$ cat src/common/mips_pkg.sv
`default_nettype none

package mips_pkg;

	localparam int word_w = 32;
	localparam int reg_addr_w = 5;

	localparam int imem_words = 64;
	localparam int dmem_words = 64;
	localparam int mem_index_w = 6; // Word index, address bits 7:2

	// Instruction field positions
	localparam int op_msb = 31;
	localparam int op_lsb = 26;
	localparam int rs_msb = 25;
	localparam int rs_lsb = 21;
	localparam int rt_msb = 20;
	localparam int rt_lsb = 16;
	localparam int rd_msb = 15;
	localparam int rd_lsb = 11;
	localparam int shamt_msb = 10;
	localparam int shamt_lsb = 6;
	localparam int funct_msb = 5;
	localparam int funct_lsb = 0;
	localparam int imm_msb = 15;
	localparam int imm_lsb = 0;

	typedef enum logic [5:0] {
		op_rtype = 6'b000000,
		op_addiu = 6'b001001,
		op_slti  = 6'b001010,
		op_ori   = 6'b001101,
		op_xori  = 6'b001110,
		op_lui   = 6'b001111,
		op_lw    = 6'b100011,
		op_sw    = 6'b101011
	} op_e;

	// ADD and SUB never trap here, decode treats them as ADDU and SUBU
	typedef enum logic [5:0] {
		fn_sll  = 6'b000000,
		fn_srl  = 6'b000010,
		fn_sra  = 6'b000011,
		fn_add  = 6'b100000,
		fn_addu = 6'b100001,
		fn_sub  = 6'b100010,
		fn_subu = 6'b100011,
		fn_and  = 6'b100100,
		fn_or   = 6'b100101,
		fn_xor  = 6'b100110,
		fn_nor  = 6'b100111,
		fn_slt  = 6'b101010,
		fn_sltu = 6'b101011
	} funct_e;

	typedef enum logic [3:0] {
		alu_add, alu_sub, alu_and, alu_or, alu_xor, alu_nor,
		alu_slt, alu_sltu, alu_sll, alu_srl, alu_sra, alu_lui
	} alu_op_e;

endpackage

`default_nettype wire

$ cat src/hw/fetch_stage.sv
`timescale 1ns/1ns
`default_nettype none

module fetch_stage (
	input  wire                                clock,
	input  wire                                rst,
	input  wire                                run,
	input  wire                                stall,
	input  wire                                load_we,
	input  wire  [mips_pkg::mem_index_w-1:0]  load_addr,
	input  wire  [mips_pkg::word_w-1:0]        load_data,
	output logic                               f_valid,
	output logic [mips_pkg::word_w-1:0]        f_pc,
	output logic [mips_pkg::word_w-1:0]        f_insn
);

	logic [mips_pkg::word_w-1:0] imem [mips_pkg::imem_words];
	logic [mips_pkg::word_w-1:0] pc;
	logic [mips_pkg::mem_index_w-1:0] pc_index;
	logic advance;

	assign pc_index = pc[mips_pkg::mem_index_w+1:2]; // Wraps at 64 words
	assign advance = run && !stall;

	always_ff @(posedge clock) begin
		if (rst) begin
			pc <= '0;
			f_valid <= 1'b0;
		end else if (!stall) begin
			f_valid <= run;
			if (run)
				pc <= pc + 4;
		end
	end

	// Synchronous read, the output register is the fetch register
	always_ff @(posedge clock) begin
		if (load_we)
			imem[load_addr] <= load_data;
		if (advance) begin
			f_insn <= imem[pc_index];
			f_pc <= pc;
		end
	end

endmodule

`default_nettype wire

$ cat config.mk
export PLATFORM = sky130hd
export DESIGN_NAME = fetch_stage
export DESIGN_NICKNAME = d
export VERILOG_FILES = /design/src/common/mips_pkg.sv /design/src/hw/fetch_stage.sv
export SDC_FILE = /design/constraint.sdc
export NUM_CORES = 2
export LEC_CHECK = 0
export ABC_CLOCK_PERIOD_IN_PS = 8900
export BUFFER_PORTS_ARGS = -buffer_cell sky130_fd_sc_hd__buf_4
export CORE_ASPECT_RATIO = 0.6
export CORE_MARGIN = 2
export CORE_UTILIZATION = 50
export DETAILED_ROUTE_END_ITERATION = 8
export PLACE_DENSITY = 0.62
export SLEW_MARGIN = 20
export SYNTH_ARGS = -nofsm -noshare
export SYNTH_HDL_FRONTEND = slang
export SYNTH_SLANG_ARGS = --single-unit
$ cat constraint.sdc
create_clock -name clock -period 8.9 [get_ports clock]
set_clock_uncertainty 0.05 [all_clocks]
set_input_delay 1.335 -clock clock [delete_from_list [all_inputs] [get_ports clock]]
set_output_delay 1.335 -clock clock [all_outputs]
set_load 0.05 [all_outputs]
==> flow_metrics.env <==
export IMPL_start_kind="flip-flop"
export IMPL_via_per_inst=6.33
export IMPL_wirelength_um=197000
export IMPL_place_area_sq_mm=0.0852
export IMPL_multi_input_area_sq_mm=0.0169
export IMPL_rsz0062_at_grt="false"
export IMPL_hold_end="f_pc[31]$_DFFE_PP_"
export IMPL_async_reset_ff_share_pct=0
export IMPL_core_sq_mm=0.161
export IMPL_hold_viol_final=0
export IMPL_layout_cells_non_filler=6127
export IMPL_dp_cells=5783
export IMPL_mostFrequentLayoutCells="2110 x edfxtp_1, 467 x mux4_2, 197 x mux2i_1"
export IMPL_start_util_pct=50.4
export IMPL_gp_congestion=0.824
export IMPL_period_needed_ps=4260
export IMPL_post_cts_buffers=0
export IMPL_max_slew_margin_rel_pct=36.9
export IMPL_critPathSlowestCell="or3b_2"
export IMPL_setup_viol=0
export IMPL_path_cells="buf_4 -> buf_12 -> or3b_2 -> o221ai_1 -> a211oi_1 -> a211oi_1 -> or3_1"
export IMPL_drive_above_1_share_pct=25.2
export IMPL_synth_edff_count=2110
export IMPL_r2r_end="f_insn[30]$_DFFE_PP_"
export IMPL_dp_slack_ps=4760
export IMPL_crit_fanout=114
export IMPL_stdcell_area_sq_mm=0.0911
export IMPL_clockBufferDepth=4
export IMPL_grt_max_degree=124
export IMPL_first_pass_iters=5
export IMPL_grt_pass1_wl_um=283000
export IMPL_synth_cells=3638
export IMPL_syn_to_final_growth_pct=11.8
export IMPL_report_final_slew_viol_count=0
export IMPL_die_h_um=317
export IMPL_regArea_sq_mm=0.0640
export IMPL_port_buffers=105
export IMPL_seq_area_frac_synth_pct=78.6
export IMPL_fill_cells=11800
export IMPL_setup_ws_ps=4640
export IMPL_mostFrequentLayoutCell="edfxtp_1"
export IMPL_synth_area_sq_mm=0.0814
export IMPL_dieArea_sq_mm=0.166
export IMPL_critical_path_class="flip-flop to flip-flop"
export IMPL_synthFlopType="edfxtp_1"
export IMPL_hp_class="flip-flop to flip-flop"
export IMPL_numCtsBuffers=193
export IMPL_power_density_mw_per_mm2=220
export IMPL_cts_resized=0
export IMPL_die_x_um=525
export IMPL_post_route_util_pct=56.4
export IMPL_cpMostUsedCell="a211oi_1"
export IMPL_cp_end_kind="flip-flop"
export IMPL_cts_clk_slew_worst_paths_ps=70
export IMPL_io_pins=108
export IMPL_ys_seq_elements=2141
export IMPL_yosys_cell_types_count=49
export IMPL_p_leak_nw=27.3
export IMPL_fin_crit_sh_pct=47.9
export IMPL_r2r_worst_path_cells=7
export IMPL_wl_per_cell_um=32.1
export IMPL_grt_total_usage_pct=23.8
export IMPL_cp_slowest_stage_delay_ps=800
export IMPL_drtAntennaViolNets=0
export IMPL_arrival_ps=4770
export IMPL_antenna_found_initial=5
export IMPL_r2r_start="pc[4]$_SDFFE_PP0P_"
export IMPL_clk_latency_ps=830
export IMPL_cts_tree="done"
export IMPL_final_nets=3876
export IMPL_grt_pass1_vias=37900
export IMPL_ir_drop_mv=0.208
export IMPL_drcViolationCount=0
export IMPL_reg2reg_slack_ps=4640
export IMPL_dp_hpwl_um=110000
export IMPL_clock_sinks=2141
export IMPL_gr_total_overflow=0
export IMPL_outcome="finished, final reports clean"
export IMPL_cts_htree_levels=4
export IMPL_yosysWarnings=0
export IMPL_syn_area_per_cell_sq_um=22.4
export IMPL_drv_cap=0
export IMPL_fmax_mhz=235
export IMPL_ctsRootBufferMaster="clkbuf_16"
export IMPL_whs_path_depth=0
export IMPL_route_vias_total=38800
export IMPL_num_rows=114
export IMPL_setup_tns_ps=0
export IMPL_hold_buffers=0
export IMPL_cp_required_ps=9410
export IMPL_drt_initial_drc_count=5168
export IMPL_tightest_slew_ps=946
export IMPL_min_delay_start="pc[31]$_SDFFE_PP0P_"
## layout make-up
class / instances / share of cell area (%)
Sequential cell: 2141 / 70.3
Multi-Input combinational cell: 1294 / 18.5
Clock buffer: 246 / 5.61
Tap cell: 2146 / 2.95
Timing Repair Buffer: 201 / 1.77
Clock inverter: 96 / 0.874
Antenna cell: 2 / 0.00550
Inverter: 1 / 0.00412
## cells by family after synthesis
family	after synthesis	share of synthesized area (%)
AO/OA/AOI/OAI	314	2.69
XOR/XNOR	24	0.258
adder cells (fa/ha/maj)	1	0.0154
buffers and inverters	204	1.37
flip-flops	2141	78.6
multiplexers	664	15.3
other	1	0.00460
AND/OR/NAND/NOR	289	1.78
## cells in the mapped netlist (13+ instances only)
master,number,share of area (%)
a22o_1,13,0.14
xnor2_1,14,0.15
nor2_1,96,0.44
mux2i_1,197,2.4
nand2_1,52,0.24
o221ai_1,20,0.22
edfxtp_1,2110,78
clkbuf_1,71,0.33
buf_2,76,0.47
buf_6,20,0.28
mux4_2,467,13
buf_4,27,0.25
a21oi_1,56,0.34
or3_1,20,0.15
nor2b_1,31,0.24
nand3_1,28,0.17
a22oi_1,56,0.52
a211oi_1,71,0.65
o22ai_1,52,0.40
dfxtp_1,31,0.76
nor3_1,16,0.098
## layer usage
| metal | GRT usage, % | vias to the layer above | routed length [um] |
|---|---|---|---|
| li1 | - | 15800 | - |
| met1 | 38.4 | 20900 | 90300 |
| met2 | 33.9 | 1822 | 85400 |
| met3 | 3.94 | 286 | 16500 |
| met4 | 5.70 | 0 | 4650 |
| met5 | 0 | - | 0 |
## power breakdown
part           switching, mW  internal, mW  leakage, nW
Sequential            0.0370          11.1         19.3
Combinational          0.497         0.308         5.11
Clock                   3.60          4.43         2.89
## worst max-delay path, delay by kind of cell, from the launching register on
family | cells | cell delay (ps)
DFF | 1 | 630
buffers and inverters | 2 | 1200
and+or+nand+nor | 2 | 1220
AOI/OAI and AO/OA | 3 | 750
## how the worst max path moves through the flow
stage / from / end / slack [ps] / cells past startpoint
6_report: pc[4]$_SDFFE_PP0P_ / f_insn[30]$_DFFE_PP_ / 4640 / 7
5_1_grt: pc[4]$_SDFFE_PP0P_ / f_insn[30]$_DFFE_PP_ / 4550 / 7
2_1_floorplan: stall / pc[3]$_SDFFE_PP0P_ / 4040 / 3
3_5_place_dp: pc[4]$_SDFFE_PP0P_ / f_insn[30]$_DFFE_PP_ / 4760 / 7
3_3_place_gp: pc[4]$_SDFFE_PP0P_ / f_insn[30]$_DFFE_PP_ / 4830 / 7
4_1_cts: pc[4]$_SDFFE_PP0P_ / f_insn[30]$_DFFE_PP_ / 4730 / 7
## flip-flops by register name, summed over array words and instances (netlist names)
register / cells
pc: 30
f_insn: 32
f_valid: 1
f_pc: 30
imem: 2048
## stage by stage
stage	hold slack (ps)	total power, mW
2_1_floorplan	353	11.9
3_3_place_gp	401	12.2
4_1_cts	420	20.2
5_1_grt	434	20.6
6_report	415	20.0
3_5_place_dp	411	12.2
Note: power is estimated with default switching activity, not from simulation.
