`src/common/mips_pkg.sv`:
```
`default_nettype none

package mips_pkg;

	localparam int word_w = 32;
	localparam int reg_addr_w = 5;

	localparam int imem_words = 64;
	localparam int dmem_words = 64;
	localparam int mem_index_w = 6; // Word index, address bits 7:2

	// Instruction field positions
	localparam int op_msb = 31;
	localparam int op_lsb = 26;
	localparam int rs_msb = 25;
	localparam int rs_lsb = 21;
	localparam int rt_msb = 20;
	localparam int rt_lsb = 16;
	localparam int rd_msb = 15;
	localparam int rd_lsb = 11;
	localparam int shamt_msb = 10;
	localparam int shamt_lsb = 6;
	localparam int funct_msb = 5;
	localparam int funct_lsb = 0;
	localparam int imm_msb = 15;
	localparam int imm_lsb = 0;

	typedef enum logic [5:0] {
		op_rtype = 6'b000000,
		op_addiu = 6'b001001,
		op_slti  = 6'b001010,
		op_ori   = 6'b001101,
		op_xori  = 6'b001110,
		op_lui   = 6'b001111,
		op_lw    = 6'b100011,
		op_sw    = 6'b101011
	} op_e;

	// ADD and SUB never trap here, decode treats them as ADDU and SUBU
	typedef enum logic [5:0] {
		fn_sll  = 6'b000000,
		fn_srl  = 6'b000010,
		fn_sra  = 6'b000011,
		fn_add  = 6'b100000,
		fn_addu = 6'b100001,
		fn_sub  = 6'b100010,
		fn_subu = 6'b100011,
		fn_and  = 6'b100100,
		fn_or   = 6'b100101,
		fn_xor  = 6'b100110,
		fn_nor  = 6'b100111,
		fn_slt  = 6'b101010,
		fn_sltu = 6'b101011
	} funct_e;

	typedef enum logic [3:0] {
		alu_add, alu_sub, alu_and, alu_or, alu_xor, alu_nor,
		alu_slt, alu_sltu, alu_sll, alu_srl, alu_sra, alu_lui
	} alu_op_e;

endpackage

`default_nettype wire

```
`src/hw/memory_stage.sv`:
```
`timescale 1ns/1ns
`default_nettype none

module memory_stage (
	input  wire                                clock,
	input  wire                                rst,
	input  wire                                x_valid,
	input  wire  [mips_pkg::word_w-1:0]        x_pc,
	input  wire  [mips_pkg::word_w-1:0]        x_result,
	input  wire  [mips_pkg::reg_addr_w-1:0]   x_rd,
	input  wire                                x_reg_we,
	input  wire                                x_mem_read,
	input  wire                                x_mem_write,
	input  wire  [mips_pkg::word_w-1:0]        x_store_data,
	input  wire                                load_we,
	input  wire  [mips_pkg::mem_index_w-1:0]  load_addr,
	input  wire  [mips_pkg::word_w-1:0]        load_data,
	output logic                               retire_valid,
	output logic [mips_pkg::word_w-1:0]        retire_pc,
	output logic [mips_pkg::reg_addr_w-1:0]    retire_rd,
	output logic [mips_pkg::word_w-1:0]        retire_data
);

	logic [mips_pkg::word_w-1:0] dmem [mips_pkg::dmem_words];
	logic [mips_pkg::mem_index_w-1:0] index;
	logic [mips_pkg::word_w-1:0] load_word;
	logic [mips_pkg::word_w-1:0] wb_result;
	logic wb_load;

	assign index = x_result[mips_pkg::mem_index_w+1:2];

	always_ff @(posedge clock) begin
		if (load_we)
			dmem[load_addr] <= load_data; // Preload before run
		else if (x_valid && x_mem_write)
			dmem[index] <= x_store_data;
		if (x_valid && x_mem_read)
			load_word <= dmem[index];
		retire_pc <= x_pc;
		retire_rd <= x_rd;
		wb_result <= x_result;
		wb_load <= x_mem_read;
	end

	always_ff @(posedge clock) begin
		if (rst)
			retire_valid <= 1'b0;
		else
			retire_valid <= x_valid && x_reg_we;
	end

	assign retire_data = wb_load ? load_word : wb_result;

endmodule

`default_nettype wire

```
`config.mk`:
```
export PLATFORM = sky130hd
export DESIGN_NAME = memory_stage
export DESIGN_NICKNAME = d
export VERILOG_FILES = /design/src/common/mips_pkg.sv /design/src/hw/memory_stage.sv
export SDC_FILE = /design/constraint.sdc
export NUM_CORES = 2
export LEC_CHECK = 0
export BUFFER_PORTS_ARGS = -buffer_cell sky130_fd_sc_hd__clkbuf_2
export CORE_ASPECT_RATIO = 0.7
export CORE_UTILIZATION = 60
export DETAILED_ROUTE_END_ITERATION = 8
export GPL_ROUTABILITY_DRIVEN = 0
export PLACE_DENSITY = 0.77
export SETUP_SLACK_MARGIN = 0.3
export SLEW_MARGIN = 15
export SYNTH_ARGS = -nofsm -noshare
export SYNTH_HDL_FRONTEND = slang
export SYNTH_SLANG_ARGS = --single-unit
```
`constraint.sdc`:
```
create_clock -name clock -period 5 [get_ports clock]
set_clock_uncertainty 0.15 [all_clocks]
set_input_delay 0.25 -clock clock [delete_from_list [all_inputs] [get_ports clock]]
set_output_delay 0.25 -clock clock [all_outputs]
set_load 0.1 [all_outputs]
```
==> metrics.txt <==
pre-CTS setup slack 1220 ps; # IOs 216; Hold Crit Class primary input to flop; CTS max path bufs 3; Power, Total 37.5 mW; Clock Sinks 2,151; final core utilization 69.6%; Startpoint Class primary input; DR WL/cell 34.2 um; relative slew slack 15.7%; global routing's busiest layer met2; static leakage 29.6 nW; Setup-failing EPs final 0; initial antenna violation count 7; register clock-pin slew on the reported worst setup and hold paths 70 ps; die area 137,000 um^2; GRT overflow 0; Least-Margin Pin Slew 1260 ps; largest net degree at the start of global routing 90; RSZ-0062 raised after global routing no; GR Util met3 6.34%; synth unique cells 53; Top FF cell, synth edfxtp_1; share of layout cells above drive strength 1 30.0%; critical-path cell list dlygate4sd3_1, buf_4, buf_4, or3_1, o22ai_1, nor4_1, o22a_1; clock root buffer clkbuf_16; port buffer count 215; Most common cell on crit path buf_4; CP top delay family simple AND/OR/NAND/NOR gates; Tcrit/Tclk final 73.4%; Layout Cells excl Fill 6,081; worst r2r src dmem[3][25]$_DFFE_PP_; synth warn 0; WP buf/inv 3; Post-synth EDFFs 2,080; worst setup path start x_result[6]; Worst path max stage delay 1000 ps; DRT antenna net count 0; mean area per synthesized cell 22.3 um^2; f_max 273 MHz; total wire length 208,000 um; Crit-path slowest cell nor4_1; min Tclk post-route 3670 ps; Setup crit end load_word[2]$_DFFE_PP_; Final Slew Violations 0; Die H 310 um; Post-Syn Instances 3,646; Area Growth Syn to Fin 14.5%; Crit Path Max Fanout 42; DRT iter0 DRCs 6,581; final hold viol count 0; core box area 134,000 um^2; Seq/Total Area, Yosys 78.5%; final net count 4,299; vias in the first global route 41,400; top cells by area, synth edfxtp_1 77%, mux4_2 14%, dfxtp_1 1.7%; area leader, netlist edfxtp_1; CP required 5540 ps; top cell type's share of synthesized area 76.7%; Fin Hold WS 13.1 ps; met2 usage 46.0%; Levels on crit path 7; Synth Register Bits 2,151; critical path arrival 4210 ps; Clk Latency, worst-skew pair 830 ps; row count 112; Setup WS post-layout 1330 ps; total CTS buffers 187; Post-Syn Nets 3,792; R2R depth 5; DP Area 85,600 um^2; first-pass GRT wire length 297,000 um; asr flop ratio synth 0%; Power Dens Cells 402 nW/um^2; die span in x 442 um; Max VDD drop 0.378 mV; Worst R2R End load_word[25]$_DFFE_PP_; H-tree lvl count 4; status complete, no violations; final setup TNS 0 ps; drt pass-1 iters 7; reg-to-reg slack, setup 2100 ps; via count 42,100; max-cap violations 0; GRT Resource Usage Total 30.7%; Initial Util 60.8%; met1 GRT Util 45.1%; critical path type primary input to flop; CTS tree yes; post-CTS setup buffers 0; DPL Wire Length 122,000 um; Crit. End Element flop; Post-route DRC 0; Cell Area, Synth 81,400 um^2; design area 93,200 um^2; placed insts 5,589; Vias/cell 6.92
-- cells in the mapped netlist (3+ instances only) --
cell and n:
a2111oi_0 4, a2111oi_1 10, a21oi_1 68, a221oi_1 8, a22oi_1 22, a31oi_1 7
and2_1 4, and3_1 5, buf_1 17, buf_2 48, buf_4 21, buf_6 26
buf_8 5, clkbuf_1 80, dfxtp_1 71, edfxtp_1 2080, inv_1 5, mux2_2 36
mux2i_1 112, mux4_2 492, nand2_1 146, nand2b_1 4, nand3_1 43, nand3b_1 3
nand4_1 7, nor2_1 76, nor2b_1 23, nor3_1 5, nor4_1 18, o211a_1 11
o211ai_1 15, o21ai_0 14, o221ai_1 54, o22a_1 18, o22ai_1 62, or3_1 4
-- worst min path at each step --
| stage | from | endpoint | slack [ps] | cells past startpoint |
|---|---|---|---|---|
| final | x_store_data[14] | dmem[55][14]$_DFFE_PP_ | 10 | 4 |
| after global routing | load_data[14] | dmem[55][14]$_DFFE_PP_ | 70 | 4 |
| after CTS | x_store_data[27] | dmem[25][27]$_DFFE_PP_ | 40 | 4 |
| after detailed placement | x_pc[7] | retire_pc[7]$_DFF_P_ | 200 | 1 |
| after global placement | x_pc[5] | retire_pc[5]$_DFF_P_ | 200 | 1 |
| after floorplan | x_pc[0] | retire_pc[0]$_DFF_P_ | 130 | 0 |
-- per-layer routing --
metal  vias up  share of wire [%]
li1      16500                  -
met4         2                4.2
met5         -             0.0063
met3       452                 12
met2      3206                 46
met1     21900                 38
-- layout make-up --
cell class | count | area (um^2)
Sequential cell | 2151 | 63900
Fill cell | 7738 | 40700
Multi-Input combinational cell | 1291 | 17000
Clock buffer | 229 | 4990
Timing Repair Buffer | 517 | 3920
Tap cell | 1767 | 2210
Clock inverter | 117 | 1200
Inverter | 5 | 18.8
Antenna cell | 4 | 10.0
-- power breakdown --
part           total, mW  internal, mW  switching (mW)
Combinational       2.48         0.783            1.70
Sequential          20.2          20.1          0.0773
Clock               14.9          8.31            6.55
Total               37.5          29.2            8.33
-- state kept, by name (all words and copies together) (netlist names) --
name	cells
load_word	32
wb_load	1
wb_result	32
retire_rd	5
retire_pc	32
retire_valid	1
dmem	2048
-- worst reg2reg max path, delay by kind of cell, from the launching register on --
kind	cells	cell delay (ps)
multiplexers	1	460
AO/OA/AOI/OAI	2	1340
flip-flops	1	390
AND/OR/NAND/NOR	2	310
-- placed cells by master (no fill, tap or decap), drive strengths merged, types with 2 or more instances in the layout --
| cell type | count |
|---|---|
| or2 | 2 |
| nand2 | 146 |
| o21ai | 15 |
| diode | 4 |
| o22a | 18 |
| buf | 165 |
| a221oi | 9 |
| mux4 | 492 |
| dlygate4sd3 | 142 |
| and3 | 5 |
| nand2b | 4 |
| a31oi | 7 |
| inv | 14 |
| nor3 | 5 |
| bufinv | 23 |
| a2111oi | 15 |
| clkinv | 75 |
| and2 | 4 |
| o211a | 11 |
| nor4 | 18 |
| dfxtp | 71 |
| o32a | 2 |
| o211ai | 15 |
| nand3b | 3 |
| a22oi | 22 |
| nand3 | 43 |
| or3 | 4 |
| clkinvlp | 10 |
| nand4 | 7 |
| clkbuf | 439 |
| o21a | 2 |
| o22ai | 62 |
| edfxtp | 2080 |
| nor2 | 78 |
| a21oi | 68 |
| mux2i | 112 |
| nor2b | 23 |
| o221ai | 54 |
| mux2 | 36 |
-- logic make-up after synthesis --
family / synth area share [%]
AO/OA/AOI/OAI: 2.70
multiplexers: 15.5
buffers and inverters: 1.46
flip-flops: 78.5
AND/OR/NAND/NOR: 1.90
-- what timing repair did --
action                    CTS  global route
gates resized for setup     0             0
hold endpoints to repair   92             0
hold buffers              142             0
Note: power is estimated with default switching activity, not from simulation.
