## config.mk

```make
export PLATFORM = sky130hd
export DESIGN_NAME = decode_stage
export DESIGN_NICKNAME = d
export VERILOG_FILES = /design/src/common/mips_pkg.sv /design/src/decode/register_file.sv /design/src/decode/decode_stage.sv
export SDC_FILE = /design/constraint.sdc
export NUM_CORES = 2
export LEC_CHECK = 0
export BUFFER_PORTS_ARGS = -buffer_cell sky130_fd_sc_hd__buf_2
export CAP_MARGIN = 0
export CORE_UTILIZATION = 46
export CTS_CLUSTER_DIAMETER = 80
export CTS_CLUSTER_SIZE = 28
export DETAILED_ROUTE_END_ITERATION = 12
export SLEW_MARGIN = 10
export SYNTH_ARGS = -nofsm -noshare
export SYNTH_HDL_FRONTEND = slang
export SYNTH_SLANG_ARGS = --single-unit
```

## constraint.sdc

```tcl
create_clock -name clock -period 2.9 [get_ports clock]
set_input_delay 0.29 -clock clock [delete_from_list [all_inputs] [get_ports clock]]
set_output_delay 0.29 -clock clock [all_outputs]
set_load 0.05 [all_outputs]
```

## src/common/mips_pkg.sv

```systemverilog
`default_nettype none

package mips_pkg;

	localparam int word_w = 32;
	localparam int reg_addr_w = 5;

	localparam int imem_words = 64;
	localparam int dmem_words = 64;
	localparam int mem_index_w = 6; // Word index, address bits 7:2

	// Instruction field positions
	localparam int op_msb = 31;
	localparam int op_lsb = 26;
	localparam int rs_msb = 25;
	localparam int rs_lsb = 21;
	localparam int rt_msb = 20;
	localparam int rt_lsb = 16;
	localparam int rd_msb = 15;
	localparam int rd_lsb = 11;
	localparam int shamt_msb = 10;
	localparam int shamt_lsb = 6;
	localparam int funct_msb = 5;
	localparam int funct_lsb = 0;
	localparam int imm_msb = 15;
	localparam int imm_lsb = 0;

	typedef enum logic [5:0] {
		op_rtype = 6'b000000,
		op_addiu = 6'b001001,
		op_slti  = 6'b001010,
		op_ori   = 6'b001101,
		op_xori  = 6'b001110,
		op_lui   = 6'b001111,
		op_lw    = 6'b100011,
		op_sw    = 6'b101011
	} op_e;

	// ADD and SUB never trap here, decode treats them as ADDU and SUBU
	typedef enum logic [5:0] {
		fn_sll  = 6'b000000,
		fn_srl  = 6'b000010,
		fn_sra  = 6'b000011,
		fn_add  = 6'b100000,
		fn_addu = 6'b100001,
		fn_sub  = 6'b100010,
		fn_subu = 6'b100011,
		fn_and  = 6'b100100,
		fn_or   = 6'b100101,
		fn_xor  = 6'b100110,
		fn_nor  = 6'b100111,
		fn_slt  = 6'b101010,
		fn_sltu = 6'b101011
	} funct_e;

	typedef enum logic [3:0] {
		alu_add, alu_sub, alu_and, alu_or, alu_xor, alu_nor,
		alu_slt, alu_sltu, alu_sll, alu_srl, alu_sra, alu_lui
	} alu_op_e;

endpackage

`default_nettype wire

```

## src/decode/register_file.sv

```systemverilog
`timescale 1ns/1ns
`default_nettype none

module register_file (
	input  wire                                clock,
	input  wire                                rst,
	input  wire  [mips_pkg::reg_addr_w-1:0]   rs,
	input  wire  [mips_pkg::reg_addr_w-1:0]   rt,
	input  wire                                we,
	input  wire  [mips_pkg::reg_addr_w-1:0]   rd,
	input  wire  [mips_pkg::word_w-1:0]        wd,
	output logic [mips_pkg::word_w-1:0]        rs_data,
	output logic [mips_pkg::word_w-1:0]        rt_data
);

	logic [mips_pkg::word_w-1:0] regs [2**mips_pkg::reg_addr_w];

	always_ff @(posedge clock) begin
		if (rst) begin
			for (int i = 0; i < 2**mips_pkg::reg_addr_w; i++)
				regs[i] <= '0;
		end else if (we && rd != '0) begin
			regs[rd] <= wd;
		end
	end

	// Writeback in the same cycle is passed straight through
	always_comb begin
		if (rs == '0)
			rs_data = '0;
		else if (we && rd == rs)
			rs_data = wd;
		else
			rs_data = regs[rs];
		if (rt == '0)
			rt_data = '0;
		else if (we && rd == rt)
			rt_data = wd;
		else
			rt_data = regs[rt];
	end

endmodule

`default_nettype wire

```

## src/decode/decode_stage.sv

```systemverilog
`timescale 1ns/1ns
`default_nettype none

module decode_stage (
	input  wire                                clock,
	input  wire                                rst,
	input  wire                                f_valid,
	input  wire  [mips_pkg::word_w-1:0]        f_pc,
	input  wire  [mips_pkg::word_w-1:0]        f_insn,
	input  wire                                wb_we,
	input  wire  [mips_pkg::reg_addr_w-1:0]   wb_rd,
	input  wire  [mips_pkg::word_w-1:0]        wb_data,
	output logic                               stall,
	output logic                               d_valid,
	output logic [mips_pkg::word_w-1:0]        d_pc,
	output mips_pkg::alu_op_e                  d_alu_op,
	output logic [mips_pkg::word_w-1:0]        d_a,
	output logic [mips_pkg::word_w-1:0]        d_b,
	output logic [mips_pkg::shamt_msb-mips_pkg::shamt_lsb:0] d_shamt,
	output logic [mips_pkg::reg_addr_w-1:0]    d_rd,
	output logic                               d_reg_we,
	output logic                               d_mem_read,
	output logic                               d_mem_write,
	output logic [mips_pkg::word_w-1:0]        d_store_data
);

	mips_pkg::op_e opcode;
	mips_pkg::funct_e funct;
	mips_pkg::alu_op_e alu_op;
	logic [mips_pkg::reg_addr_w-1:0] rs_f, rt_f, rd_f, dest;
	logic [mips_pkg::imm_msb:mips_pkg::imm_lsb] imm;
	logic [mips_pkg::word_w-1:0] imm_sx, imm_zx, rs_data, rt_data, operand_b;
	logic legal, mem_read, mem_write, reg_we;
	logic ex_busy, mem_busy;
	logic [mips_pkg::reg_addr_w-1:0] mem_rd; // Destination now in the memory register

	assign opcode = mips_pkg::op_e'(f_insn[mips_pkg::op_msb:mips_pkg::op_lsb]);
	assign funct = mips_pkg::funct_e'(f_insn[mips_pkg::funct_msb:mips_pkg::funct_lsb]);
	assign rs_f = f_insn[mips_pkg::rs_msb:mips_pkg::rs_lsb];
	assign rt_f = f_insn[mips_pkg::rt_msb:mips_pkg::rt_lsb];
	assign rd_f = f_insn[mips_pkg::rd_msb:mips_pkg::rd_lsb];
	assign imm = f_insn[mips_pkg::imm_msb:mips_pkg::imm_lsb];
	assign imm_sx = {{(mips_pkg::word_w-mips_pkg::imm_msb-1){imm[mips_pkg::imm_msb]}}, imm};
	assign imm_zx = {{(mips_pkg::word_w-mips_pkg::imm_msb-1){1'b0}}, imm};

	register_file regs_i (
		.clock   (clock),
		.rst     (rst),
		.rs      (rs_f),
		.rt      (rt_f),
		.we      (wb_we),
		.rd      (wb_rd),
		.wd      (wb_data),
		.rs_data (rs_data),
		.rt_data (rt_data)
	);

	always_comb begin
		legal = 1'b1;
		alu_op = mips_pkg::alu_add;
		operand_b = rt_data;
		dest = rt_f; // I-type writes rt
		mem_read = 1'b0;
		mem_write = 1'b0;
		case (opcode)
			mips_pkg::op_rtype: begin
				dest = rd_f;
				case (funct)
					mips_pkg::fn_add, mips_pkg::fn_addu: alu_op = mips_pkg::alu_add;
					mips_pkg::fn_sub, mips_pkg::fn_subu: alu_op = mips_pkg::alu_sub;
					mips_pkg::fn_and:  alu_op = mips_pkg::alu_and;
					mips_pkg::fn_or:   alu_op = mips_pkg::alu_or;
					mips_pkg::fn_xor:  alu_op = mips_pkg::alu_xor;
					mips_pkg::fn_nor:  alu_op = mips_pkg::alu_nor;
					mips_pkg::fn_slt:  alu_op = mips_pkg::alu_slt;
					mips_pkg::fn_sltu: alu_op = mips_pkg::alu_sltu;
					mips_pkg::fn_sll:  alu_op = mips_pkg::alu_sll;
					mips_pkg::fn_srl:  alu_op = mips_pkg::alu_srl;
					mips_pkg::fn_sra:  alu_op = mips_pkg::alu_sra;
					default:           legal = 1'b0;
				endcase
			end
			mips_pkg::op_addiu: operand_b = imm_sx;
			mips_pkg::op_slti: begin
				alu_op = mips_pkg::alu_slt;
				operand_b = imm_sx;
			end
			mips_pkg::op_ori: begin
				alu_op = mips_pkg::alu_or;
				operand_b = imm_zx;
			end
			mips_pkg::op_xori: begin
				alu_op = mips_pkg::alu_xor;
				operand_b = imm_zx;
			end
			mips_pkg::op_lui: begin
				alu_op = mips_pkg::alu_lui;
				operand_b = imm_zx;
			end
			mips_pkg::op_lw: begin
				operand_b = imm_sx;
				mem_read = 1'b1;
			end
			mips_pkg::op_sw: begin
				operand_b = imm_sx;
				mem_write = 1'b1;
			end
			default: legal = 1'b0;
		endcase
	end

	assign reg_we = legal && !mem_write && dest != '0;

	// Read-after-write against the execute and memory registers
	assign ex_busy = d_valid && d_reg_we;
	assign stall = f_valid && (
		(rs_f != '0 && ((ex_busy && rs_f == d_rd) || (mem_busy && rs_f == mem_rd))) ||
		(rt_f != '0 && ((ex_busy && rt_f == d_rd) || (mem_busy && rt_f == mem_rd))));

	always_ff @(posedge clock) begin
		if (rst) begin
			d_valid <= 1'b0;
			d_reg_we <= 1'b0;
			d_mem_read <= 1'b0;
			d_mem_write <= 1'b0;
			mem_busy <= 1'b0;
		end else begin
			d_valid <= f_valid && legal && !stall; // Bubble on stall
			d_reg_we <= reg_we;
			d_mem_read <= mem_read;
			d_mem_write <= mem_write;
			mem_busy <= ex_busy;
		end
	end

	always_ff @(posedge clock) begin
		d_pc <= f_pc;
		d_alu_op <= alu_op;
		d_a <= rs_data;
		d_b <= operand_b;
		d_shamt <= f_insn[mips_pkg::shamt_msb:mips_pkg::shamt_lsb];
		d_rd <= dest;
		d_store_data <= rt_data;
		mem_rd <= d_rd;
	end

endmodule

`default_nettype wire

```

==> reports/results.ini <==
[timing]
setup_tns_ns=0
finalCriticalPeriod_ns=2.76
hold_violations=0
clock_skew_ns=0.0478
setup-violations-final=0
period_share=0.951
slew_viol_final=0
maxSlewHeadroom=0.204
rsz0062_at_grt=false
fmax_ghz=0.363
worst_slew_pin_slew_ns=1.19

[synthesis]
avgSynthCellArea_sq_um=15.2
async_flop_share=0
synth_top_area_share=0.522
synth-edff-count=1024
ys_ff_latch=1176
seq_area_frac_synth=0.574
synth_cell_type_count=61
yosysTopAreaCell=edfxtp_1
yosys-top-cells-count=1,024 x edfxtp_1, 575 x mux4_2, 506 x nor3_1
synthFlopType=edfxtp_1
postSynthCellCount=3873
yosys-top-cells-area=edfxtp_1 52%, mux4_2 22%, and2_1 5.3%
synth_warnings=0
synth_most_common_cell=edfxtp_1
syn_area_sq_mm=0.0589

[layout]
area_growth_pct=12.8
final_nets=4225
stdcell_count=5831
drive_above_1_share=0.301

[placement]
detailed_place_hpwl_microns=126000
gp_congestion=0.855
port_buffers=251
dpl.cell_count=5627

[drt]
routed_wl_microns=209000
ant_nets=0
routed_via_density=6.78
first_pass_iters=5
vias=39538
wl_per_cell_microns=35.9
drc=0
drt_iter0_drc=5298

[pwr]
p_per_area_mw_per_mm2=564
peakVddDrop_mv=0.476
p_leak_nw=22.6

[clocking]
insertion_delay_ns=0.70
cts_setup_buffers=0
cts.sinks=1176
cts-buffers-inserted=66
clockBufferDepth=3
path_clk_slew_ns=0.10
ctsRootBufferMaster=clkbuf_16
htree_levels=3
cts_tree=built

[global_route]
gr-total-overflow=0
antenna_found_initial=16
grt_max_degree=129
grt_usage=0.322
first_global_vias=38681
grt_pass1_wl_microns=296000

[setup_path]
end_kind=primary output
critical_path_class=flip-flop to primary output
critical_path_arrival_ns=2.47
cp-start-kind=flip-flop
cp_max_fo=2
crit_required_ns=2.61

[run_status]
status=finished clean

[floorplan]
coreArea_sq_mm=0.126
pin_count=252
die_x_microns=360
num_rows=130
die_h_microns=360
start_util=0.466
die_area_sq_mm=0.129

[job]
cap_violations=0

[hold_path]
min-delay-path-class=input port to flip-flop

-- critical path, cell delays in order (launching register included) --
cell     delay, ns
dfxtp_1       0.33
xor2_1        0.14
nor4_1        0.35
a32oi_1       0.16
o22ai_1       0.20
buf_4         0.17
and2_1        0.14
buf_2         0.27
-- cells by family (layout without fill, tap and decap cells) --
kind of cell              count (synthesis)  after routing  synth area share
buffers and inverters                   469            738            0.0330
and+or+nand+nor                        1221           1221             0.114
other                                     1             40         0.0000637
xor gates and xnor gates                 31             31           0.00461
AOI/OAI and AO/OA                       260            260            0.0310
muxes                                   715            715             0.244
DFF                                    1176           1176             0.574
-- layout make-up --
| class | instances | area [sq um] |
|---|---|---|
| diodes | 8 | 20.0 |
| clock buffers | 81 | 1770 |
| clock inverters | 40 | 414 |
| fillers | 10294 | 59900 |
| inverters | 20 | 75.1 |
| multi-input cells | 2259 | 23400 |
| flip-flops and latches | 1176 | 33800 |
| well taps | 1650 | 2060 |
| repair buffers | 597 | 4950 |
-- stage by stage --
step	setup slack (ns)	cell area, sq um	util	hold slack (ns)	power (mW)
2_1_floorplan	0.269	59000	-	0.318	24.3
5_1_grt	0.0299	66500	0.526	0.0485	38.4
3_5_place_dp	0.0622	63500	0.503	0.394	26.8
3_3_place_gp	0.0849	63500	0.503	0.392	26.8
4_1_cts	0.00413	66400	0.526	0.0312	37.5
6_report	0.143	66500	0.526	0.0616	37.5
-- flip-flops by register name, summed over array words and instances (netlist names) --
| register | flops |
|---|---|
| d_pc | 32 |
| d_valid | 1 |
| d_mem_write | 1 |
| d_alu_op | 4 |
| d_b | 32 |
| d_reg_we | 1 |
| d_rd | 5 |
| regs_i.regs | 1024 |
| mem_rd | 5 |
| mem_busy | 1 |
| d_shamt | 5 |
| d_store_data | 32 |
| d_mem_read | 1 |
| d_a | 32 |
-- where the power goes --
part / internal [mW] / switching (mW) / leakage (nW) / total, mW
logic: 2.51 / 4.07 / 10.5 / 6.58
clock network: 4.64 / 6.22 / 1.07 / 10.9
registers: 19.5 / 0.567 / 11.0 / 20.0
total: 26.6 / 10.9 / 22.6 / 37.5
-- cells in the final DEF, fill, tap and decap left out, types with 12 or more instances in the layout --
| cell type | n |
|---|---|
| xor2_1 | 23 |
| a221oi_1 | 22 |
| o211a_1 | 16 |
| a211oi_1 | 12 |
| nor3_1 | 506 |
| conb_1 | 32 |
| nand2_1 | 28 |
| buf_2 | 241 |
| or2_2 | 34 |
| clkbuf_16 | 68 |
| and2_1 | 499 |
| dlygate4sd3_1 | 75 |
| a21oi_1 | 45 |
| o32ai_1 | 16 |
| mux4_2 | 575 |
| nor2_1 | 91 |
| o21ai_0 | 58 |
| a22o_1 | 17 |
| inv_1 | 18 |
| inv_6 | 12 |
| dfxtp_1 | 149 |
| buf_4 | 208 |
| o22ai_1 | 13 |
| buf_12 | 68 |
| edfxtp_1 | 1024 |
| mux2i_1 | 138 |
| o221ai_1 | 16 |
-- layer usage --
layer,share of wire,global-route usage,up-vias
li1,-,-,15742
met1,0.38,0.441,20617
met2,0.47,0.501,2724
met3,0.11,0.0711,449
met4,0.043,0.129,6
met5,0.00019,0,-
-- timing repair --
item                                   4_1_cts  5_1_grt
hold buffers                                75        0
endpoints found under the hold margin       81        0
setup endpoints to repair                    0        1
resized for setup                            0        3
-- final timing paths --
path                       from                to  slack, ns  cells after the start
max                   mem_rd[3]             stall       0.14                      7
min                 wb_data[18]  d_store_data[18]       0.06                      3
max reg2reg  regs_i.regs[0][18]  d_store_data[18]       0.58                      5
min reg2reg             d_rd[3]         mem_rd[3]       0.46                      0
Power figures use the tool's default switching activity.
