### config.mk
export PLATFORM = sky130hd
export DESIGN_NAME = execute_stage
export DESIGN_NICKNAME = d
export VERILOG_FILES = /design/src/common/mips_pkg.sv /design/src/execute/execute_stage.sv
export SDC_FILE = /design/constraint.sdc
export NUM_CORES = 1
export LEC_CHECK = 0
export BUFFER_PORTS_ARGS = -buffer_cell sky130_fd_sc_hd__clkbuf_2
export CAP_MARGIN = 40
export CORE_MARGIN = 4
export CORE_UTILIZATION = 50
export DETAILED_ROUTE_END_ITERATION = 8
export PLACE_DENSITY = 0.83
export SYNTH_ARGS = -nofsm -noshare
export SYNTH_HDL_FRONTEND = slang
export SYNTH_SLANG_ARGS = --single-unit
### constraint.sdc
create_clock -name clock -period 4.4 [get_ports clock]
set_clock_uncertainty 0.1 [all_clocks]
set_input_delay 0.44 -clock clock [delete_from_list [all_inputs] [get_ports clock]]
set_output_delay 0.44 -clock clock [all_outputs]
set_load 0.05 [all_outputs]
### src/common/mips_pkg.sv
`default_nettype none

package mips_pkg;

	localparam int word_w = 32;
	localparam int reg_addr_w = 5;

	localparam int imem_words = 64;
	localparam int dmem_words = 64;
	localparam int mem_index_w = 6; // Word index, address bits 7:2

	// Instruction field positions
	localparam int op_msb = 31;
	localparam int op_lsb = 26;
	localparam int rs_msb = 25;
	localparam int rs_lsb = 21;
	localparam int rt_msb = 20;
	localparam int rt_lsb = 16;
	localparam int rd_msb = 15;
	localparam int rd_lsb = 11;
	localparam int shamt_msb = 10;
	localparam int shamt_lsb = 6;
	localparam int funct_msb = 5;
	localparam int funct_lsb = 0;
	localparam int imm_msb = 15;
	localparam int imm_lsb = 0;

	typedef enum logic [5:0] {
		op_rtype = 6'b000000,
		op_addiu = 6'b001001,
		op_slti  = 6'b001010,
		op_ori   = 6'b001101,
		op_xori  = 6'b001110,
		op_lui   = 6'b001111,
		op_lw    = 6'b100011,
		op_sw    = 6'b101011
	} op_e;

	// ADD and SUB never trap here, decode treats them as ADDU and SUBU
	typedef enum logic [5:0] {
		fn_sll  = 6'b000000,
		fn_srl  = 6'b000010,
		fn_sra  = 6'b000011,
		fn_add  = 6'b100000,
		fn_addu = 6'b100001,
		fn_sub  = 6'b100010,
		fn_subu = 6'b100011,
		fn_and  = 6'b100100,
		fn_or   = 6'b100101,
		fn_xor  = 6'b100110,
		fn_nor  = 6'b100111,
		fn_slt  = 6'b101010,
		fn_sltu = 6'b101011
	} funct_e;

	typedef enum logic [3:0] {
		alu_add, alu_sub, alu_and, alu_or, alu_xor, alu_nor,
		alu_slt, alu_sltu, alu_sll, alu_srl, alu_sra, alu_lui
	} alu_op_e;

endpackage

`default_nettype wire

### src/execute/execute_stage.sv
`timescale 1ns/1ns
`default_nettype none

module execute_stage (
	input  wire                                clock,
	input  wire                                rst,
	input  wire                                d_valid,
	input  wire  [mips_pkg::word_w-1:0]        d_pc,
	input  mips_pkg::alu_op_e                  d_alu_op,
	input  wire  [mips_pkg::word_w-1:0]        d_a,
	input  wire  [mips_pkg::word_w-1:0]        d_b,
	input  wire  [mips_pkg::shamt_msb-mips_pkg::shamt_lsb:0] d_shamt,
	input  wire  [mips_pkg::reg_addr_w-1:0]   d_rd,
	input  wire                                d_reg_we,
	input  wire                                d_mem_read,
	input  wire                                d_mem_write,
	input  wire  [mips_pkg::word_w-1:0]        d_store_data,
	output logic                               x_valid,
	output logic [mips_pkg::word_w-1:0]        x_pc,
	output logic [mips_pkg::word_w-1:0]        x_result,
	output logic [mips_pkg::reg_addr_w-1:0]    x_rd,
	output logic                               x_reg_we,
	output logic                               x_mem_read,
	output logic                               x_mem_write,
	output logic [mips_pkg::word_w-1:0]        x_store_data
);

	logic [mips_pkg::word_w-1:0] result;

	// Loads and stores take the add path for their address
	always_comb begin
		case (d_alu_op)
			mips_pkg::alu_add:  result = d_a + d_b;
			mips_pkg::alu_sub:  result = d_a - d_b;
			mips_pkg::alu_and:  result = d_a & d_b;
			mips_pkg::alu_or:   result = d_a | d_b;
			mips_pkg::alu_xor:  result = d_a ^ d_b;
			mips_pkg::alu_nor:  result = ~(d_a | d_b);
			mips_pkg::alu_slt:  result = {{(mips_pkg::word_w-1){1'b0}}, $signed(d_a) < $signed(d_b)};
			mips_pkg::alu_sltu: result = {{(mips_pkg::word_w-1){1'b0}}, d_a < d_b};
			mips_pkg::alu_sll:  result = d_b << d_shamt;
			mips_pkg::alu_srl:  result = d_b >> d_shamt;
			mips_pkg::alu_sra:  result = $signed(d_b) >>> d_shamt; // Sign fill
			mips_pkg::alu_lui:  result = d_b << 16;
			default:            result = d_a + d_b;
		endcase
	end

	always_ff @(posedge clock) begin
		if (rst) begin
			x_valid <= 1'b0;
			x_reg_we <= 1'b0;
			x_mem_read <= 1'b0;
			x_mem_write <= 1'b0;
		end else begin
			x_valid <= d_valid;
			x_reg_we <= d_reg_we;
			x_mem_read <= d_mem_read;
			x_mem_write <= d_mem_write;
		end
	end

	always_ff @(posedge clock) begin
		x_pc <= d_pc;
		x_result <= result;
		x_rd <= d_rd;
		x_store_data <= d_store_data;
	end

endmodule

`default_nettype wire

==> impl_results.md, run 1 <==
* Synth area leaders: dfxtp_1 (19%), ha_1 (11%), mux4_2 (7.6%), a21oi_1 (6.9%), nor2_1 (4.8%)
* H-Tree Depth at 3
* Worst slew pin tran at 1040 ps
* Area growth, synth to finish at 16.5%
* Input/output buffers at 252
* Synthesized area per cell at 7.65 µm²
* Nets at 1938
* Deepest clock path buffer count at 2
* GPL Wtd Cong at 1.14
* Setup tns final at 0 ps
* Flops & latches, synth at 105
* Cell Rows at 54
* Max-cap violations at 0
* Layout fillers at 2082
* DIE HEIGHT at 159 µm
* Critical Path RT at 4500 ps
* Fin. Hold Viols at 0
* Synth cell types at 89
* Post-route non-filler standard cell count at 1974
* Pwr dens at 284 nW/µm²
* Total iterations of the first detailed-routing run at 6
* Setup Fix Bufs, Post-CTS at 0
* Fraction of registers with async set/reset at 0%
* Dpl hpwl at 38.7 mm
* Pins Over Slew Limit at 0
* Total die area at 25100 µm²
* Hold Crit Class: input port to flop
* Synth warnings at 0
* Status: finished clean
* Core area at 22100 µm²
* Grt ovf at 0
* Total track usage at 37.6%
* WL/cell at 25.0 µm
* # diodes at 0
* Register area share after synthesis at 18.5%
* Max VDD drop at 0.190 mV
* Ports at 253
* Ys flop type: dfxtp_1
* WP data arrival at 3670 ps
* Hold_buf cts at 0
* Placed Cells at 1958
* Initial antenna violation count at 0
* Core Util, Final at 59.8%
* Crit-path max FO at 50
* Number of synthesized flops with an enable pin at 0
* Vias in the first global route at 12.1k
* Post-synthesis cell count at 1482
* Root Driver: clkbuf_16
* Lkg Pwr at 6.11 nW
* Post-CTS Resized at 0
* First-pass GRT wire length at 72.8 mm
* Post-synth top area cell: dfxtp_1
* Synth Net Count at 1731
* CTS tree: done
* Fmax at 0.280 GHz
* Drc violations at 0
* Fraction of layout cells with a size suffix above 1 at 24.3%
* ANT nets after route at 0
* Total wire length at 49.4 mm
* Largest net degree at the start of global routing at 51
* Setup violators final at 0
* Fin crit share at 81.2%
* Via count at 13.2k
* CTS buffer count at 9
* Synthesized area at 11300 µm²
* DRT iter0 DRCs at 2064
* Worst setup EP type: flop
* Worst-path clk slew at 90 ps
* RSZ-0062 raised after global routing: false
* Relative slew slack at 29.1%
* CTS sink cnt at 105
* DR vias/cell at 6.70
* Period minus WS final at 3570 ps
* Startpoint types: input port
* Critical path type: input port to flop
* Synth top area share at 18.5%
* Initial Utilization at 51.3%
* DIE WIDTH at 159 µm
==> through the flow <==
stage	setup slack, ps	total power, mW	hold slack [ps]	instance area (µm²)
floorplan	1170	2.31	368	11300
global placement	715	2.85	442	12900
detailed placement	606	2.87	444	12900
CTS	985	3.71	66.9	13200
global route	680	3.92	62.2	13200
finish	827	3.75	75.3	13200
==> path summary, 6_finish.rpt <==
check	startpoint	end	cells after the start
setup / recovery	d_shamt[1]	x_result[20]$_DFF_P_	11
hold / removal	d_store_data[12]	x_store_data[12]$_DFF_P_	1
==> cells in the mapped netlist, types with 6 or more instances <==
master,count
a21o_1,13
a211oi_1,28
nor3_1,17
buf_1,8
o22ai_1,17
nor2_1,145
a21oi_1,156
o21a_1,8
a221oi_1,18
nor2b_1,16
a22o_1,9
nand2_1,136
a2111oi_0,6
buf_2,22
o211ai_1,24
dfxtp_1,105
or3_1,8
clkbuf_1,72
ha_1,99
nor4_1,9
buf_4,10
mux2_2,21
nand3_1,22
mux2i_1,45
and3_1,8
a211o_1,10
a221o_1,9
a31oi_1,19
o221ai_1,7
and2_1,12
o31ai_1,9
a2bb2oi_1,6
nand2b_1,10
or2_2,6
inv_1,104
a22oi_1,21
nand4_1,7
o21ai_0,90
o21bai_1,16
mux4_2,38
==> layout by cell type, fill, tap and decap left out, types with 22 or more instances in the layout <==
master	netlist	routed
clkbuf_2	0	250
o21ai_0	90	90
mux4_2	38	38
a211oi_1	28	28
buf_4	10	60
mux2i_1	45	45
inv_1	104	104
nand2_1	136	136
a21oi_1	156	155
o211ai_1	24	24
nand3_1	22	22
nor2_1	145	145
ha_1	99	99
dfxtp_1	105	105
==> cells by family after synthesis <==
family / after synthesis / synth area share [%]
flip-flops: 105 / 18.5
XOR/XNOR: 9 / 0.695
buffers and inverters: 221 / 8.09
AND/OR/NAND/NOR: 412 / 16.4
AO/OA/AOI/OAI: 530 / 31.4
multiplexers: 104 / 13.6
adder cells (fa/ha/maj): 101 / 11.3
==> worst max-delay path, stage by stage <==
cell and delay [ps]:
buf_4 560, buf_4 400, mux4_2 390, nand2b_1 170, o31a_1 120, o21ai_1 140
a22oi_1 140, a2111oi_0 860, o21ai_0 220, o31ai_1 130, a21oi_1 100
==> layout make-up <==
| type | instances | area [µm²] | area share, % |
|---|---|---|---|
| Clock buffer | 9 | 225 | 1.71 |
| Clock inverter | 7 | 92.6 | 0.701 |
| Inverter | 106 | 398 | 3.01 |
| Multi-Input combinational cell | 1156 | 8330 | 63.1 |
| Sequential cell | 105 | 2100 | 15.9 |
| Tap cell | 280 | 350 | 2.65 |
| Timing Repair Buffer | 311 | 1710 | 12.9 |
==> where the power goes <==
| part | internal (mW) | total [mW] | switching (mW) |
|---|---|---|---|
| combinational | 0.573 | 1.82 | 1.25 |
| clock | 0.458 | 0.851 | 0.393 |
| sequential | 1.05 | 1.08 | 0.0303 |
==> routing by layer <==
metal | up-vias | global-route usage, % | part of all wire [%]
met3 | 198 | 7.09 | 13
met5 | - | 0 | 0
met4 | 0 | 19.0 | 6.2
li1 | 5864 | - | -
met1 | 6152 | 49.6 | 38
met2 | 1019 | 58.9 | 43
==> state kept, by name, indices dropped and copies added, names as in the netlist <==
register	flops
x_mem_read	1
x_result	32
x_valid	1
x_reg_we	1
x_mem_write	1
x_pc	32
x_store_data	32
x_rd	5
Power figures use the tool's default switching activity.
==> run 2, diff against run 1 <==
--- a/config.mk
+++ b/config.mk
@@ -5,12 +5,13 @@
 export SDC_FILE = /design/constraint.sdc
 export NUM_CORES = 1
 export LEC_CHECK = 0
+export ABC_AREA = 1
 export BUFFER_PORTS_ARGS = -buffer_cell sky130_fd_sc_hd__clkbuf_2
 export CAP_MARGIN = 40
 export CORE_MARGIN = 4
 export CORE_UTILIZATION = 50
 export DETAILED_ROUTE_END_ITERATION = 8
-export PLACE_DENSITY = 0.83
+export PLACE_DENSITY = 0.85
 export SYNTH_ARGS = -nofsm -noshare
 export SYNTH_HDL_FRONTEND = slang
 export SYNTH_SLANG_ARGS = --single-unit
==> constraint.sdc (replaced) <==
create_clock -name clock -period 2.9 [get_ports clock]
set_clock_uncertainty 0.1 [all_clocks]
set_input_delay 0.29 -clock clock [delete_from_list [all_inputs] [get_ports clock]]
set_output_delay 0.29 -clock clock [all_outputs]
set_load 0.05 [all_outputs]
==> run 2 against run 1 <==
Effect of this change:
- flip-flop and latch count is the same
- clock-buffer cell count grew 1
- wire length grew 39%
- largest cell class unchanged
- clock power grew 54%
- sequential share of layout area shrank 2.5 points
- power grew 63%
- sequential power grew 54%
- worst setup slack lost 680 ps
==> impl_results.md, run 2 <==
* Synth Net Count at 2493 (was 1731)
* Fin. Hold Viols at 0 (unchanged)
* Fraction of layout cells with a size suffix above 1 at 15.9% (was 24.3%)
* Deepest clock path buffer count at 2 (unchanged)
* Hold Crit Class: input port to flop (unchanged)
* Crit-path max FO at 5 (was 50)
* First-pass GRT wire length at 99.8 mm (was 72.8 mm)
* Most frequent cells in the layout: nand2_1 (731), nand3_1 (347), inv_1 (273) (was clkbuf_2 (250), a21oi_1 (155), nor2_1 (145))
* Synthesized area at 12500 µm² (was 11300 µm²)
* Synthesized area per cell at 5.58 µm² (was 7.65 µm²)
* Core area at 24500 µm² (was 22100 µm²)
* GPL Wtd Cong at 1.15 (was 1.14)
* Synth warnings at 0 (unchanged)
* CTS buffer count at 9 (unchanged)
* Via count at 17.8k (was 13.2k)
* Fin crit share at 95.0%
* Flops & latches, synth at 105 (unchanged)
* Initial antenna violation count at 1 (was 0)
* Total die area at 27700 µm² (was 25100 µm²)
* Pins Over Slew Limit at 0 (unchanged)
* Biggest registers after layout: x_pc: 32 flops, x_result: 32 flops, x_store_data: 32 flops (unchanged)
* Critical Path RT at 3110 ps (was 4500 ps)
* Post-CTS Resized at 0 (unchanged)
* WP data arrival at 2960 ps (was 3670 ps)
* Area growth, synth to finish at 24.6% (was 16.5%)
* Synth top area share at 21.9% (was 18.5%)
* Fraction of registers with async set/reset at 0% (unchanged)
* Fmax at 0.363 GHz
* Critical path type: input port to flop (unchanged)
* Layout fillers at 2352 (was 2082)
* Number of synthesized flops with an enable pin at 0 (unchanged)
* WL/cell at 23.4 µm (was 25.0 µm)
* Setup violators final at 0 (unchanged)
* Largest net degree at the start of global routing at 69 (was 51)
* CTS sink cnt at 105 (unchanged)
* ANT nets after route at 0 (unchanged)
* Total iterations of the first detailed-routing run at 6 (unchanged)
* Total wire length at 68.4 mm (was 49.4 mm)
* Startpoint types: input port (unchanged)
* Cell Rows at 57 (was 54)
* Drc violations at 0 (unchanged)
* Design area at 15600 µm² (was 13200 µm²)
* Ports at 253 (unchanged)
* Max VDD drop at 0.302 mV (was 0.190 mV)
* Status: finished clean (unchanged)
* Register area share after synthesis at 16.8% (was 18.5%)
* Initial Utilization at 51.2% (was 51.3%)
* DR vias/cell at 6.09 (was 6.70)
* Commonest non-fill, non-tap cell in the layout: nand2_1 (was clkbuf_2)
* CTS tree: done (unchanged)
* HP Start: d_reg_we (was d_store_data[12])
* Synth area leaders: nand2_1 (22%), dfxtp_1 (17%), nand3_1 (14%), ha_1 (9.9%), inv_1 (8.2%) (was dfxtp_1 (19%), ha_1 (11%), mux4_2 (7.6%), a21oi_1 (6.9%), nor2_1 (4.8%))
* Period minus WS final at 2750 ps
* CP startpoint: d_b[5] (was d_shamt[1])
* Worst Setup EP: x_result[14]$_DFF_P_ (was x_result[20]$_DFF_P_)
* Pwr dens at 392 nW/µm² (was 284 nW/µm²)
* Worst-path clk slew at 110 ps (was 90 ps)
* Relative slew slack at 55.0% (was 29.1%)
* Top cells by count, synth: nand2_1 (731), nand3_1 (347), inv_1 (273) (was a21oi_1 (156), nor2_1 (145), nand2_1 (136))
* DIE WIDTH at 166 µm (was 159 µm)
* Post-synthesis cell count at 2244 (was 1482)
* Worst Slack Setup Final at 146 ps (was 827 ps)
* Nets at 2840 (was 1938)
* Input/output buffers at 252 (unchanged)
* Core Util, Final at 63.8% (was 59.8%)
* Ys flop type: dfxtp_1 (unchanged)
* Dpl hpwl at 54.5 mm (was 38.7 mm)
* Area after DPL at 14600 µm² (was 12900 µm²)
* DRT iter0 DRCs at 2845 (was 2064)
* Total track usage at 46.5% (was 37.6%)
* Most frequent cell after synthesis: nand2_1 (was a21oi_1)
* Place WS at -32.9 ps (was 606 ps)
* Max-cap violations at 0 (unchanged)
* Post-synth top area cell: nand2_1 (was dfxtp_1)
* Root Driver: clkbuf_16 (unchanged)
* H-Tree Depth at 3 (unchanged)
* DIE HEIGHT at 166 µm (was 159 µm)
* RSZ-0062 raised after global routing: false (unchanged)
* Synth cell types at 50 (was 89)
* Worst setup EP type: flop (unchanged)
* Vias in the first global route at 16.2k (was 12.1k)
* Worst slew pin tran at 671 ps (was 1040 ps)
* Grt ovf at 0 (unchanged)
* Lkg Pwr at 8.62 nW (was 6.11 nW)
* Final hold slack at 20.8 ps (was 75.3 ps)
## run 2: changes by cell type after synthesis, sizes merged, moves of 23 or more
cell / change
mux4: -38
nand2: +599
a21oi: -33
a211oi: -23
nand3: +328
clkbuf: -52
inv: +181
mux2i: -45
buf: +35
nor2: +38
## run 2: how the worst min path moves through the flow
stage	end	cells after the start	slack, ps
after CTS	x_store_data[18]$_DFF_P_	1	4
after global placement	x_store_data[15]$_DFF_P_	1	290
final	x_reg_we$_SDFF_PP0_	3	20
after global routing	x_mem_write$_SDFF_PP0_	3	30
after detailed placement	x_pc[16]$_DFF_P_	1	290
after floorplan	x_pc[0]$_DFF_P_	0	220
## run 2: through the flow
step / setup TNS, ps / cells / total power [mW]
floorplan: 0 / 2244 / 3.51
global placement: -16.4 / 2836 / 4.59
global route: 0 / 2921 / 6.32
finish: 0 / 2922 / 6.12
detailed placement: -32.9 / 2836 / 4.61
CTS: 0 / 2920 / 5.98
## run 2: layout make-up
type | instances | area, µm² | area share, %
clock buffer | 10 | 229 | 1.47
sequential | 105 | 2100 | 13.5
clock inverter | 6 | 55.1 | 0.353
antenna | 2 | 5.00 | 0.0321
tap | 324 | 405 | 2.60
inverter | 287 | 1080 | 6.93
multi-input combinational | 1754 | 8840 | 56.7
timing repair buffer | 434 | 2890 | 18.5
## run 2: layer usage
layer	routed length, µm	share of wire, %	up-vias	track usage, %
li1	-	-	7975	-
met1	25100	37	7928	58.2
met2	28500	42	1554	70.3
met3	8380	12	341	10.3
met4	6370	9.3	0	33.7
met5	0	0	-	0
## run 2: where the power goes
part           leakage [nW]  internal [mW]  switching [mW]
logic                  7.60          0.905            2.24
clock network         0.140          0.608           0.706
registers             0.884           1.58          0.0720
total                  8.62           3.10            3.02
## run 2: critical path, cell delays in order
cell and delay (ps):
clkbuf_2 160, inv_1 150, ha_1 410, inv_1 180, a21oi_1 370, nand3_1 280, nand2_1 130, nand3_1 230
nand2_1 120, nand2_1 50, o21ai_0 340, a21oi_1 70, nor2_1 180
## run 2: timing repair
action,4_1_cts,5_1_grt
buffers inserted,0,0
hold buffers,68,0
endpoints found under the hold margin,68,0
## run 2: cell families after synthesis
family                     count (synthesis)  share of synthesized area [%]
AOI/OAI and AO/OA                        316                           14.4
xor gates and xnor gates                   7                          0.489
and+or+nand+nor                         1330                           45.5
adders and majority gates                101                           10.2
buffers and inverters                    385                           12.6
DFF                                      105                           16.8
